==> config.mk <==
export PLATFORM = sky130hd
export DESIGN_NAME = hexDisplayTop
export DESIGN_NICKNAME = d
export VERILOG_FILES = /design/src/source/displayPkg.sv /design/src/source/digitScanner.sv /design/src/source/hexDisplayTop.sv /design/src/source/segmentEncoder.sv /design/src/source/wbDisplayRegs.sv
export SDC_FILE = /design/constraint.sdc
export NUM_CORES = 1
export LEC_CHECK = 0
export CORE_MARGIN = 2
export CORE_UTILIZATION = 50
export DETAILED_ROUTE_END_ITERATION = 7
export DONT_BUFFER_PORTS = 1
export GPL_TIMING_DRIVEN = 0
export MAX_ROUTING_LAYER = met4
export PLACE_DENSITY = 0.64
export SETUP_SLACK_MARGIN = 0.2
export SYNTH_ARGS = -nofsm -noshare
export SYNTH_HDL_FRONTEND = slang
export SYNTH_SLANG_ARGS = --single-unit
==> constraint.sdc <==
create_clock -name Clk -period 2.9 [get_ports Clk]
set_input_delay 0.58 -clock Clk [delete_from_list [all_inputs] [get_ports Clk]]
set_output_delay 0.58 -clock Clk [all_outputs]
set_load 0.01 [all_outputs]
==> src/source/displayPkg.sv <==
`default_nettype none

package displayPkg;

    ////////////////////////////////////////////////////////////
    // display geometry and refresh
    ////////////////////////////////////////////////////////////

    // four digits, digit 0 is the rightmost
    localparam int NumDigits = 4;
    // bits needed to index one digit
    localparam int DigitIdxBits = $clog2(NumDigits);
    // low counter bits per digit, 2**4 = 16 clocks per digit
    localparam int ScanDivBits = 4;

    ////////////////////////////////////////////////////////////
    // wishbone bus and register map
    ////////////////////////////////////////////////////////////

    localparam int WbAddrWidth = 2;
    localparam int WbDataWidth = 32;
    localparam int WbSelWidth = WbDataWidth / 8;

    // word addresses, the other two read back as zero
    localparam logic [WbAddrWidth-1:0] AddrDisplay = 2'd0;
    localparam logic [WbAddrWidth-1:0] AddrControl = 2'd1;

    // control word fields
    localparam int CtrlRawBit = 0;
    localparam int CtrlBlankLsb = 4;
    localparam int CtrlDpLsb = 8;

    ////////////////////////////////////////////////////////////
    // digit pattern and display word
    ////////////////////////////////////////////////////////////

    // bit 7 is dp, bits 6..0 are segments g..a, active high
    typedef logic [7:0] segPattern_t;

    // one register, read as hex nibbles or as raw segment bytes
    typedef union packed {
        struct packed {
            logic [WbDataWidth-4*NumDigits-1:0] pad;
            logic [NumDigits-1:0][3:0] digit;
        } hexView;
        segPattern_t [NumDigits-1:0] rawView;
    } displayWord_t;

endpackage

`default_nettype wire

==> src/source/digitScanner.sv <==
`timescale 1ns/100ps
`default_nettype none

module digitScanner import displayPkg::*; (
    input wire logic Clk,
    input wire logic rst,
    // register contents
    input wire displayWord_t displayWord,
    input wire logic rawMode,
    input wire logic [NumDigits-1:0] blankMask,
    input wire logic [NumDigits-1:0] dpMask,
    // active digit and its source, all combinational
    output logic [NumDigits-1:0] digitSel,
    output logic [3:0] digitValue,
    output segPattern_t rawPattern,
    output logic useRaw,
    output logic dpOn,
    output logic blank
);

    ////////////////////////////////////////////////////////////
    // refresh counter
    ////////////////////////////////////////////////////////////

    // low bits divide the clock, top bits name the digit
    localparam int CntBits = ScanDivBits + DigitIdxBits;

    logic [CntBits-1:0] refreshCnt;
    logic [DigitIdxBits-1:0] digitIdx;
    segPattern_t rawByte;

    // free running, wraps after the last digit
    always_ff @(posedge Clk) begin
        if (rst) begin
            refreshCnt <= '0;
        end else begin
            refreshCnt <= refreshCnt + 1'b1;
        end
    end

    // digit changes every 2**ScanDivBits clocks, order 0 1 2 3
    assign digitIdx = refreshCnt[CntBits-1 -: DigitIdxBits];

    // one-hot select, bit 0 is the rightmost digit
    assign digitSel = NumDigits'(1) << digitIdx;

    ////////////////////////////////////////////////////////////
    // per digit source selection
    ////////////////////////////////////////////////////////////

    // hex view nibble for the active digit
    assign digitValue = displayWord.hexView.digit[digitIdx];

    // raw view byte for the active digit
    assign rawByte = displayWord.rawView[digitIdx];

    // in raw mode the byte's own dp is merged with the dp mask
    assign rawPattern = {rawByte[7] | dpMask[digitIdx], rawByte[6:0]};

    // mode is global, masks are per digit
    assign useRaw = rawMode;
    assign dpOn = dpMask[digitIdx];
    assign blank = blankMask[digitIdx];

endmodule

`default_nettype wire

==> src/source/hexDisplayTop.sv <==
`timescale 1ns/100ps
`default_nettype none

module hexDisplayTop import displayPkg::*; (
    input wire logic Clk,
    input wire logic rst,
    // wishbone classic slave
    input wire logic wbCyc,
    input wire logic wbStb,
    input wire logic wbWe,
    input wire logic [WbAddrWidth-1:0] wbAddr,
    input wire logic [WbDataWidth-1:0] wbDatIn,
    input wire logic [WbSelWidth-1:0] wbSel,
    output logic [WbDataWidth-1:0] wbDatOut,
    output logic wbAck,
    // display pins, active low
    output segPattern_t segN,
    output logic [NumDigits-1:0] anodeN
);

    ////////////////////////////////////////////////////////////
    // internal nets
    ////////////////////////////////////////////////////////////

    // registers to scanner
    displayWord_t displayWord;
    logic rawMode;
    logic [NumDigits-1:0] blankMask;
    logic [NumDigits-1:0] dpMask;

    // scanner to encoder
    logic [NumDigits-1:0] digitSel;
    logic [3:0] digitValue;
    segPattern_t rawPattern;
    logic useRaw;
    logic dpOn;
    logic blank;

    ////////////////////////////////////////////////////////////
    // bus registers, scan, encode
    ////////////////////////////////////////////////////////////

    wbDisplayRegs regs_i (
        .Clk(Clk), .rst(rst),
        .wbCyc(wbCyc), .wbStb(wbStb), .wbWe(wbWe), .wbAddr(wbAddr),
        .wbDatIn(wbDatIn), .wbSel(wbSel), .wbDatOut(wbDatOut), .wbAck(wbAck),
        .displayWord(displayWord), .rawMode(rawMode),
        .blankMask(blankMask), .dpMask(dpMask)
    );

    digitScanner scanner_i (
        .Clk(Clk), .rst(rst),
        .displayWord(displayWord), .rawMode(rawMode),
        .blankMask(blankMask), .dpMask(dpMask),
        .digitSel(digitSel), .digitValue(digitValue), .rawPattern(rawPattern),
        .useRaw(useRaw), .dpOn(dpOn), .blank(blank)
    );

    // one clock from select to pins
    segmentEncoder encoder_i (
        .Clk(Clk), .rst(rst),
        .digitSel(digitSel), .digitValue(digitValue), .rawPattern(rawPattern),
        .useRaw(useRaw), .dpOn(dpOn), .blank(blank),
        .segN(segN), .anodeN(anodeN)
    );

endmodule

`default_nettype wire

==> src/source/segmentEncoder.sv <==
`timescale 1ns/100ps
`default_nettype none

module segmentEncoder import displayPkg::*; (
    input wire logic Clk,
    input wire logic rst,
    // from the scanner
    input wire logic [NumDigits-1:0] digitSel,
    input wire logic [3:0] digitValue,
    input wire segPattern_t rawPattern,
    input wire logic useRaw,
    input wire logic dpOn,
    input wire logic blank,
    // display pins, active low
    output segPattern_t segN,
    output logic [NumDigits-1:0] anodeN
);

    ////////////////////////////////////////////////////////////
    // hex to seven segment table
    ////////////////////////////////////////////////////////////

    logic [6:0] hexSeg;
    segPattern_t segNext;

    // bit order g f e d c b a, lower case b and d
    always_comb begin
        case (digitValue)
            4'h0: hexSeg = 7'h3F;
            4'h1: hexSeg = 7'h06;
            4'h2: hexSeg = 7'h5B;
            4'h3: hexSeg = 7'h4F;
            4'h4: hexSeg = 7'h66;
            4'h5: hexSeg = 7'h6D;
            4'h6: hexSeg = 7'h7D;
            4'h7: hexSeg = 7'h07;
            4'h8: hexSeg = 7'h7F;
            4'h9: hexSeg = 7'h6F;
            4'hA: hexSeg = 7'h77;
            4'hB: hexSeg = 7'h7C;
            4'hC: hexSeg = 7'h39;
            4'hD: hexSeg = 7'h5E;
            4'hE: hexSeg = 7'h79;
            default: hexSeg = 7'h71;
        endcase
    end

    // blank wins over both sources, dp included
    always_comb begin
        if (blank) begin
            segNext = '0;
        end else if (useRaw) begin
            segNext = rawPattern;
        end else begin
            segNext = {dpOn, hexSeg};
        end
    end

    ////////////////////////////////////////////////////////////
    // output registers
    ////////////////////////////////////////////////////////////

    // invert and register so the pins never glitch
    always_ff @(posedge Clk) begin
        if (rst) begin
            // all dark
            segN <= '1;
            anodeN <= '1;
        end else begin
            segN <= ~segNext;
            // anode stays on for a blanked digit
            anodeN <= ~digitSel;
        end
    end

endmodule

`default_nettype wire

==> src/source/wbDisplayRegs.sv <==
`timescale 1ns/100ps
`default_nettype none

module wbDisplayRegs import displayPkg::*; (
    input wire logic Clk,
    input wire logic rst,
    // wishbone classic slave
    input wire logic wbCyc,
    input wire logic wbStb,
    input wire logic wbWe,
    input wire logic [WbAddrWidth-1:0] wbAddr,
    input wire logic [WbDataWidth-1:0] wbDatIn,
    input wire logic [WbSelWidth-1:0] wbSel,
    output logic [WbDataWidth-1:0] wbDatOut,
    output logic wbAck,
    // register contents toward the scanner
    output displayWord_t displayWord,
    output logic rawMode,
    output logic [NumDigits-1:0] blankMask,
    output logic [NumDigits-1:0] dpMask
);

    ////////////////////////////////////////////////////////////
    // byte lane merge
    ////////////////////////////////////////////////////////////

    // replace only the bytes whose select bit is set
    function automatic logic [WbDataWidth-1:0] mergeLanes(
        input logic [WbDataWidth-1:0] oldWord,
        input logic [WbDataWidth-1:0] newWord,
        input logic [WbSelWidth-1:0] sel
    );
        logic [WbDataWidth-1:0] merged;
        merged = oldWord;
        for (int lane = 0; lane < WbSelWidth; lane++) begin
            if (sel[lane]) begin
                merged[lane*8 +: 8] = newWord[lane*8 +: 8];
            end
        end
        return merged;
    endfunction

    logic reqStart;
    logic [WbDataWidth-1:0] controlReg;
    logic [WbDataWidth-1:0] readMux;

    // new request, held requests are not acked a second time
    assign reqStart = wbCyc & wbStb & ~wbAck;

    ////////////////////////////////////////////////////////////
    // acknowledge and register writes
    ////////////////////////////////////////////////////////////

    always_ff @(posedge Clk) begin
        if (rst) begin
            wbAck <= 1'b0;
            displayWord <= '0;
            controlReg <= '0;
        end else begin
            // single cycle ack, one clock after the request
            wbAck <= reqStart;
            // write lands on the same edge the ack rises
            if (reqStart && wbWe) begin
                if (wbAddr == AddrDisplay) begin
                    displayWord <= mergeLanes(displayWord, wbDatIn, wbSel);
                end
                if (wbAddr == AddrControl) begin
                    controlReg <= mergeLanes(controlReg, wbDatIn, wbSel);
                end
            end
        end
    end

    ////////////////////////////////////////////////////////////
    // read path
    ////////////////////////////////////////////////////////////

    always_comb begin
        case (wbAddr)
            AddrDisplay: readMux = displayWord;
            AddrControl: readMux = controlReg;
            // unmapped words read as zero
            default: readMux = '0;
        endcase
    end

    // capture with the ack so data is stable while ack is high
    always_ff @(posedge Clk) begin
        if (reqStart && !wbWe) begin
            wbDatOut <= readMux;
        end
    end

    // control word fields
    assign rawMode = controlReg[CtrlRawBit];
    assign blankMask = controlReg[CtrlBlankLsb +: NumDigits];
    assign dpMask = controlReg[CtrlDpLsb +: NumDigits];

endmodule

`default_nettype wire

==> results of run 1 <==
## power breakdown
part / leakage (nW) / switching [mW] / total (mW) / internal (mW)
registers: 1.00 / 0.0197 / 1.69 / 1.67
logic: 1.12 / 0.0773 / 0.118 / 0.0407
clock network: 0.235 / 0.717 / 1.75 / 1.03
## worst max-delay path, stage by stage, from the launching register on
cell	delay, ns
dfxtp_1	0.32
buf_6	0.17
mux4_2	0.60
inv_2	0.14
ha_2	0.26
and4b_1	0.21
nor4b_1	0.27
o32ai_1	0.12
o31ai_1	0.26
## registers in the layout, summed over array words and instances, names as in the netlist
register / flops
encoder_i.segN: 8
encoder_i.anodeN: 4
regs_i.wbDatOut: 32
regs_i.wbAck: 1
scanner_i.refreshCnt: 6
regs_i.displayWord: 32
regs_i.controlReg: 32
## per-stage QoR
stage / hold WS [ns] / utilization [%] / instance area [um2] / instances / setup slack, ns
finish: 0.153 / 57.4 / 5820 / 620 / 0.456
global route: 0.140 / 57.4 / 5820 / 620 / 0.207
global placement: 0.427 / 52.4 / 5310 / 588 / -0.282
detailed placement: 0.462 / 52.5 / 5320 / 588 / 0.261
floorplan: 0.413 / - / 5140 / 452 / 0.446
CTS: 0.135 / 57.3 / 5810 / 619 / 0.235
## worst paths after layout
| kind | from | endpoint | cells after the start |
|---|---|---|---|
| worst min register to register | scanner_i.refreshCnt[0] | scanner_i.refreshCnt[0] | 1 |
| worst max-delay path | scanner_i.refreshCnt[5] | encoder_i.segN[0] | 8 |
| worst min-delay path | rst | encoder_i.anodeN[0] | 1 |
| worst max register to register | scanner_i.refreshCnt[5] | encoder_i.segN[0] | 8 |
## what timing repair did
item                       4_1_cts  5_1_grt
setup endpoints to repair        0        1
setup buffers                    0        0
gates resized for setup          0        3
## per-layer routing
metal  up-vias  part of all wire [%]
met5         -                     0
met4         0                   1.2
met3        13                   5.6
met2       100                    47
met1      1682                    46
li1       1644                     -
## Yosys cell counts, types with 2 or more instances
library cell	count	area share, %
buf_2	14	1.4
buf_6	2	0.44
mux4_2	9	3.9
mux4_1	5	2.6
xor2_1	3	0.51
a21oi_1	4	0.39
nor4b_1	6	1.0
ha_1	7	1.7
and4b_1	2	0.39
nor2_1	107	7.8
nand4b_1	5	0.85
o31ai_1	2	0.29
clkbuf_1	14	1.0
nand2_1	8	0.58
mux2i_1	100	19
o21ai_0	3	0.29
xnor2_1	3	0.51
edfxtp_1	32	19
a211oi_1	2	0.29
nor4bb_1	2	0.39
inv_1	8	0.58
nand3b_1	2	0.29
dfxtp_1	83	32
nand2b_1	2	0.24
nand3_1	3	0.29
nor2b_1	3	0.36
mux2_2	4	0.88
## layout make-up
type                            count  share of cell area (%)
Clock inverter                     11                    1.16
Multi-Input combinational cell    296                    40.2
Clock buffer                       20                    7.31
Sequential cell                   115                    45.1
Tap cell                          136                    2.93
Antenna cell                        1                  0.0430
Buffer                             33                    2.78
Inverter                            8                   0.516
## kinds of logic (layout without fill, tap and decap cells)
group / count (synthesis) / count (layout) / share of synthesized area (%)
xor+xnor: 6 / 6 / 1.02
simple gates: 148 / 148 / 13.4
fa+ha+maj: 7 / 7 / 1.70
mux: 118 / 118 / 26.8
buf+inv: 41 / 72 / 3.72
compound gates: 17 / 17 / 2.38
flops: 115 / 115 / 51.0
other cells: 0 / 1 / 0
==> flow_summary.json, run 1 <==
{
  "status": "finished clean",
  "ctsHoldBuffers": 0,
  "die-area_um2": 11100,
  "antenna_found_initial": 1,
  "ys_seq_area_share_pct": 51.0,
  "htree_levels": 4,
  "skew_ns": 0.00932,
  "fillers": 862,
  "setup_tns_ns": 0,
  "detailed_place_hpwl_mm": 9.18,
  "slew_headroom_pct": 34.8,
  "grt_use_met2_pct": 37.2,
  "die_h_um": 105,
  "cp_max_fo": 10,
  "hold_class": "input pin to flip-flop",
  "grt.busiest_layer": "met2",
  "tritoncts": "built",
  "r2r_slack_ns": 0.46,
  "io_pins": 88,
  "ant_nets": 0,
  "area_growth_syn_to_layout_pct": 13.1,
  "final_nets": 521,
  "use_met3_pct": 7.98,
  "power_mw": 3.56,
  "hold_viol_final": 0,
  "rsz0062_at_grt": "false",
  "syn_nets": 502,
  "min_period_ns": 2.44,
  "layout_worst_path_cycle_share_pct": 84.3,
  "grt_max_degree": 33,
  "synthesis.area_um2": 5140,
  "grt_pass1_vias": 3523,
  "drc": 0,
  "crit_type": "flip-flop to flip-flop",
  "place.gp.congestion": 0.909,
  "io_buffers": 0,
  "async_flop_share_pct": 0,
  "routed_wl_mm": 12.7,
  "drt-initial-drc-count": 158,
  "grt-ovfl-total": 0,
  "cts_made_buffers": 17,
  "required_ns": 3.33,
  "power.density_nw_per_um2": 611,
  "seq_area_um2": 2620,
  "ir_worst_vdd_mv": 0.289,
  "clkSinkCount": 115,
  "vias_per_cell": 5.55,
  "grtUsageMet1_pct": 31.1,
  "yosys_most_used_dff": "dfxtp_1",
  "synth.ff_latch_count": 115,
  "placeableCoreArea_um2": 10100,
  "layout_common_cells": "nor2_1 (106), mux2i_1 (100), dfxtp_1 (83)",
  "slew_viol_final": 0,
  "clockBufferDepth": 2,
  "drive_above_1_share_pct": 13.3,
  "leakagePower_nw": 2.36,
  "root_buffer": "clkbuf_8",
  "grtUsageTotal_pct": 24.7,
  "die_w_um": 105,
  "critPathArrivalTime_ns": 2.87,
  "insertion_delay_ns": 0.53,
  "finalSetupViolCount": 0,
  "ys_warn_count": 0,
  "cp-end-kind": "flip-flop",
  "synthCells": 452,
  "avgSynthCellArea_um2": 11.4,
  "layout_commonest_cell": "nor2_1",
  "maxCapViolCount": 0,
  "synth_cell_type_count": 44,
  "synth_edf_count": 32,
  "critPathLaunchType": "flip-flop",
  "std_cell_rows": 37,
  "wl_per_cell_um": 20.4,
  "start_util_pct": 50.7,
  "worst_pin_slew_ns": 0.976,
  "dr.pass1.iters": 4,
  "num_vias": 3439,
  "grt_pass1_wl_mm": 19.7,
  "clk_pin_slew_ns": 0.06,
  "multi_input_area_um2": 2340,
  "timing.fmax_mhz": 409
}
Note: power is estimated with default switching activity, not from simulation.
==> run 2: changes to the inputs <==
==> constraint.sdc (replaced) <==
create_clock -name Clk -period 2.3 [get_ports Clk]
set_input_delay 0.46 -clock Clk [delete_from_list [all_inputs] [get_ports Clk]]
set_output_delay 0.46 -clock Clk [all_outputs]
set_load 0.01 [all_outputs]
==> run 2 against run 1 <==
Sequential power grew 26%. Largest power group unchanged. Wire length increased by 2.8%. Global-route usage up 0.63 points. Sequential share of layout area decreased by 1.4 points. Highest routed layer unchanged. First-iteration DRC count is 23% higher. Combinational power increased by 30%. Clock power up 40%.
==> flow_summary.json, run 2 (synthesis results as in run 1) <==
{
  "finalSetupViolCount": 0,
  "io_buffers": 0,
  "routed_wl_mm": 13.0,
  "setup_tns_ns": 0,
  "worst_pin_slew_ns": 0.969,
  "insertion_delay_ns": 0.52,
  "maxCapViolCount": 0,
  "placeableCoreArea_um2": 10100,
  "drive_above_1_share_pct": 16.5,
  "min_period_ns": 2.17,
  "fillers": 831,
  "reg_top3": "regs_i.controlReg (32), regs_i.displayWord (32), regs_i.wbDatOut (32)",
  "place_inst": 588,
  "skew_ns": 0.00901,
  "stdcell_count": 628,
  "grt_max_degree": 33,
  "die-area_um2": 11100,
  "required_ns": 2.71,
  "ant_nets": 0,
  "final_nets": 529,
  "dr.pass1.iters": 4,
  "std_cell_rows": 37,
  "clk_pin_slew_ns": 0.06,
  "clockBufferDepth": 2,
  "cts_made_buffers": 17,
  "htree_levels": 4,
  "start_util_pct": 50.7,
  "hold_slack_ns": 0.0410,
  "cp-end-kind": "flip-flop",
  "drc": 0,
  "status": "finished clean",
  "power.density_nw_per_um2": 790,
  "final_core_util_pct": 59.2,
  "crit_type": "flip-flop to flip-flop",
  "ctsHoldBuffers": 0,
  "layout_commonest_cell": "nor2_1",
  "detailed_place_hpwl_mm": 9.13,
  "slew_viol_final": 0,
  "hold_class": "input pin to flip-flop",
  "slew_headroom_pct": 35.3,
  "rsz0062_at_grt": "true",
  "leakagePower_nw": 2.44,
  "grt_pass1_vias": 3589,
  "place.gp.congestion": 0.909,
  "wl_per_cell_um": 20.7,
  "io_pins": 88,
  "tritoncts": "built",
  "critPathLaunchType": "flip-flop",
  "num_vias": 3551,
  "ir_worst_vdd_mv": 0.494,
  "hold_viol_final": 0,
  "layout_worst_path_cycle_share_pct": 94.2,
  "critPathArrivalTime_ns": 2.57,
  "diodes": 0,
  "power_mw": 4.74,
  "root_buffer": "clkbuf_8",
  "grt-ovfl-total": 0,
  "die_w_um": 105,
  "timing.fmax_mhz": 462,
  "grt_pass1_wl_mm": 20.2,
  "grtUsageTotal_pct": 25.3,
  "antenna_found_initial": 0,
  "die_h_um": 105,
  "clkSinkCount": 115,
  "area_growth_syn_to_layout_pct": 16.6,
  "vias_per_cell": 5.65,
  "layout_common_cells": "nor2_1 (106), mux2i_1 (100), dfxtp_1 (82)",
  "drt-initial-drc-count": 194,
  "cp_max_fo": 4
}
==> run 2: final cells by class <==
cell class / instances / area (um2) / share of cell area (%)
sequential: 115 / 2620 / 43.7
buffer: 33 / 174 / 2.90
inverter: 8 / 32.5 / 0.542
tap: 136 / 170 / 2.84
timing repair buffer: 8 / 60.1 / 1.00
multi-input combinational: 296 / 2380 / 39.7
clock buffer: 24 / 482 / 8.03
clock inverter: 8 / 77.6 / 1.29
==> run 2: repair_timing <==
item / in CTS / in global routing
buffers inserted: 7 / 1
resized for setup: 8 / 7
setup endpoints to repair: 2 / 5
pin swaps: 2 / 3
cloned: 0 / 0
==> run 2: critical path, cell delays in order (launching register included) <==
cell and delay, ns:
dfxtp_2 0.32, buf_6 0.12, mux4_2 0.56, inv_4 0.09, ha_4 0.15, and4b_1 0.21, nor4b_2 0.21, o32ai_1 0.11
o31ai_1 0.28
==> run 2: metal layers <==
layer  GRT usage, %  vias up  part of all wire [%]  wire (um)
met2           37.7      122                    47       6080
met1           33.5     1742                    45       5890
met3           6.62       19                   6.0        777
li1               -     1668                     -          -
met5              -        -                     0          0
met4           8.67        0                   2.1        267
==> run 2: power breakdown <==
| part | internal (mW) | total, mW | switching [mW] | leakage, nW |
|---|---|---|---|---|
| sequential | 2.11 | 2.13 | 0.0248 | 1.00 |
| clock | 1.55 | 2.45 | 0.902 | 0.270 |
| combinational | 0.0526 | 0.153 | 0.101 | 1.17 |
==> run 2: metrics by stage <==
step	setup WS [ns]	area [um2]
finish	0.134	6000
global route	0.0138	6000
CTS	0.0763	5970
detailed placement	-0.160	5320
global placement	-0.178	5320
floorplan	0.218	5140
==> run 2: final timing paths <==
path	cells past startpoint	end	slack (ns)	from
worst min-delay path	1	encoder_i.anodeN[0]	0.04	rst
worst min register to register	1	scanner_i.refreshCnt[0]	0.44	scanner_i.refreshCnt[0]
worst max-delay path	8	encoder_i.segN[0]	0.13	scanner_i.refreshCnt[5]
worst max register to register	8	encoder_i.segN[0]	0.13	scanner_i.refreshCnt[5]
==> run 3: changes to the inputs <==
--- a/config.mk
+++ b/config.mk
@@ -5,6 +5,7 @@
 export SDC_FILE = /design/constraint.sdc
 export NUM_CORES = 1
 export LEC_CHECK = 0
+export ABC_AREA = 1
 export CORE_MARGIN = 2
 export CORE_UTILIZATION = 50
 export DETAILED_ROUTE_END_ITERATION = 7
@@ -12,6 +13,7 @@
 export GPL_TIMING_DRIVEN = 0
 export MAX_ROUTING_LAYER = met4
 export PLACE_DENSITY = 0.64
+export REMOVE_ABC_BUFFERS = 1
 export SETUP_SLACK_MARGIN = 0.2
 export SYNTH_ARGS = -nofsm -noshare
 export SYNTH_HDL_FRONTEND = slang
==> constraint.sdc (replaced) <==
create_clock -name Clk -period 2.3 [get_ports Clk]
set_input_delay 0.46 -clock Clk [delete_from_list [all_inputs] [get_ports Clk]]
set_output_delay 0.46 -clock Clk [all_outputs]
set_load 0.1 [all_outputs]
==> run 3 against run 2 <==
Worst hold slack got worse by 0.018 ns. Register-to-register slack improved by 0.25 ns. Total power increased by 7.6%. Final cell count up 13%. Global-route usage decreased by 1.2 points. Sequential share of layout area grew 3.4 points. Maximum frequency increased by 11%. Wire length down 9.0%. Final area fell by 7.0%. Count of clock-buffer cells in the layout fell by 4. Area after synthesis is 4.8% lower. Sequential power grew 8%.
==> flow_summary.json, run 3 <==
{
  "status": "finished clean",
  "synth_edf_count": 32,
  "grt_max_degree": 71,
  "crit_type": "flip-flop to primary output",
  "min_to": "scanner_i.refreshCnt[2]",
  "synthTopCellsByCount": "inv_1 (85), a21oi_1 (83), dfxtp_1 (83), nand2_1 (69), o21ai_0 (64)",
  "cts_made_buffers": 17,
  "r2r_start": "scanner_i.refreshCnt[5]",
  "ys_warn_count": 0,
  "yosys.area.top_type": "dfxtp_1",
  "yosys.cell_count.top_type": "inv_1",
  "multi_input_area_um2": 1800,
  "yosys_most_used_dff": "dfxtp_1",
  "maxCapViolCount": 0,
  "grt-ovfl-total": 0,
  "start_util_pct": 50.8,
  "drive_above_1_share_pct": 10.4,
  "htree_levels": 4,
  "routed_wl_mm": 11.8,
  "critPathArrivalTime_ns": 1.48,
  "die_h_um": 103,
  "grt_pass1_wl_mm": 18.7,
  "synthXorXnorAreaFrac_pct": 0,
  "rr_worst_depth": 12,
  "rsz0062_at_grt": "false",
  "root_buffer": "clkbuf_8",
  "min_path_cells": 1,
  "hold_start": "rst",
  "synthCells": 571,
  "avgSynthCellArea_um2": 8.58,
  "synth.ff_latch_count": 115,
  "clockBufferDepth": 2,
  "yosysTopAreaCellShare_pct": 33.9,
  "vias_per_cell": 5.48,
  "layout_commonest_cell": "inv_1",
  "synth.mux.area_fraction_pct": 0,
  "antenna_found_initial": 0,
  "detailed_place_hpwl_mm": 7.70,
  "ir_worst_vdd_mv": 0.482,
  "drt-initial-drc-count": 214,
  "dr.pass1.iters": 4,
  "synth-compound-area-share_pct": 21.7,
  "ys_seq_area_share_pct": 53.5,
  "timing.fmax_mhz": 514,
  "std_cell_rows": 36,
  "clk_pin_slew_ns": 0.05,
  "power.density_nw_per_um2": 913,
  "grt_pass1_vias": 3680,
  "min_period_ns": 1.94,
  "yosys-top-cells-area": "dfxtp_1 (34%), edfxtp_1 (20%), a21oi_1 (8.5%)",
  "slew_headroom_pct": 16.7,
  "skew_ns": 0.00851,
  "slew_viol_final": 0,
  "reg_top3": "regs_i.controlReg (32), regs_i.displayWord (32), regs_i.wbDatOut (32)",
  "clkSinkCount": 115,
  "place.gp.congestion": 0.908,
  "grtUsageTotal_pct": 24.1,
  "io_pins": 88,
  "async_flop_share_pct": 0,
  "r2r_slack_ns": 0.38,
  "synth-adder-area-share_pct": 1.79,
  "critPathLaunchType": "flip-flop",
  "num_vias": 3890,
  "finalSetupViolCount": 0,
  "fillers": 875,
  "hold_viol_final": 0,
  "hold_class": "input pin to flip-flop",
  "area_growth_syn_to_layout_pct": 13.9,
  "tritoncts": "built",
  "drc": 0,
  "r2r_end": "encoder_i.segN[0]",
  "leakagePower_nw": 2.04,
  "diodes": 0,
  "die-area_um2": 10600,
  "io_buffers": 0,
  "layout_common_cells": "inv_1 (84), a21oi_1 (83), dfxtp_1 (80)",
  "cp-end-kind": "primary output",
  "synth-simple-area-share_pct": 12.9,
  "die_w_um": 103,
  "stdcell_count": 710,
  "ant_nets": 0,
  "layout_worst_path_cycle_share_pct": 84.5,
  "required_ns": 1.84,
  "place_inst": 676,
  "final_nets": 614,
  "setup_tns_ns": 0,
  "placeableCoreArea_um2": 9640,
  "synth_cell_type_count": 28,
  "cp_max_fo": 1,
  "wl_per_cell_um": 16.7,
  "synthesis.area_um2": 4900,
  "worst_pin_slew_ns": 1.25,
  "insertion_delay_ns": 0.52,
  "seq_area_um2": 2630,
  "synth_top_family_by_area": "compound AO/OA/AOI/OAI gates"
}
-- run 3: changes by cell type after synthesis, sizes merged, moves of 5 or more --
cell    change
o22ai      +32
nor2       -89
mux2i     -100
nor4b       -6
mux4       -14
a21oi      +79
nand2      +65
inv        +80
nand3      +29
nand4b      -5
o21ai      +80
-- run 3: layout make-up --
class / instances / area share, %
repair buffers: 3 / 0.874
inverters: 89 / 6.08
well taps: 133 / 2.98
clock buffers: 20 / 7.98
clock inverters: 12 / 2.80
flip-flops and latches: 115 / 47.1
multi-input cells: 338 / 32.2
-- run 3: logic make-up after synthesis --
group	Yosys count
compound gates	202
fa+ha+maj	7
buf+inv	118
flops	115
simple gates	129
-- run 3: worst register-to-register path, delay by kind of cell, from the launching register on --
kind,cells,cell delay [ns]
buffers and inverters,2,0.23
AND/OR/NAND/NOR,8,0.67
adder cells (fa/ha/maj),1,0.26
AO/OA/AOI/OAI,1,0.10
flip-flops,1,0.55
-- run 3: per-stage QoR --
step	area (um2)	util, %	hold WS [ns]	total power [mW]	worst slack [ns]
5_1_grt	5580	57.9	0.0106	5.27	0.205
3_3_place_gp	4910	50.9	0.432	2.50	-1.36
6_report	5580	57.9	0.0234	5.10	0.356
4_1_cts	5560	57.7	0.00190	5.14	0.280
2_1_floorplan	4740	-	0.415	2.46	-0.443
3_5_place_dp	4940	51.3	0.444	2.51	-0.348
-- run 3: worst max-delay path by stage --
stage	cells after the start	from	slack [ns]	end
2_1_floorplan	2	regs_i.wbAck	-0.44	regs_i.wbDatOut[0]
6_report	0	regs_i.wbDatOut[31]	0.36	wbDatOut[31]
4_1_cts	12	scanner_i.refreshCnt[4]	0.28	encoder_i.segN[0]
3_3_place_gp	2	regs_i.wbAck	-1.36	regs_i.wbDatOut[10]
5_1_grt	12	scanner_i.refreshCnt[5]	0.20	encoder_i.segN[0]
3_5_place_dp	12	scanner_i.refreshCnt[4]	-0.35	encoder_i.segN[0]
-- run 3: repair_timing --
item | in CTS | in global routing
setup buffers | 0 | 1
hold buffers | 1 | 0
resized for setup | 4 | 3
cloned | 0 | 0
endpoints found under the setup margin | 9 | 6
hold endpoints to repair | 4 | 0
-- run 3: power by group --
part	switching, mW	internal, mW
Combinational	0.114	0.0483
Sequential	0.187	2.12
Clock	0.918	1.71
Total	1.22	3.88
-- run 3: layer usage --
metal | GRT usage [%] | vias up | routed length, um
met2 | 37.8 | 117 | 5890
met3 | 7.12 | 14 | 775
met5 | - | - | 0
li1 | - | 1934 | -
met1 | 30.1 | 1825 | 5040
met4 | 7.59 | 0 | 147
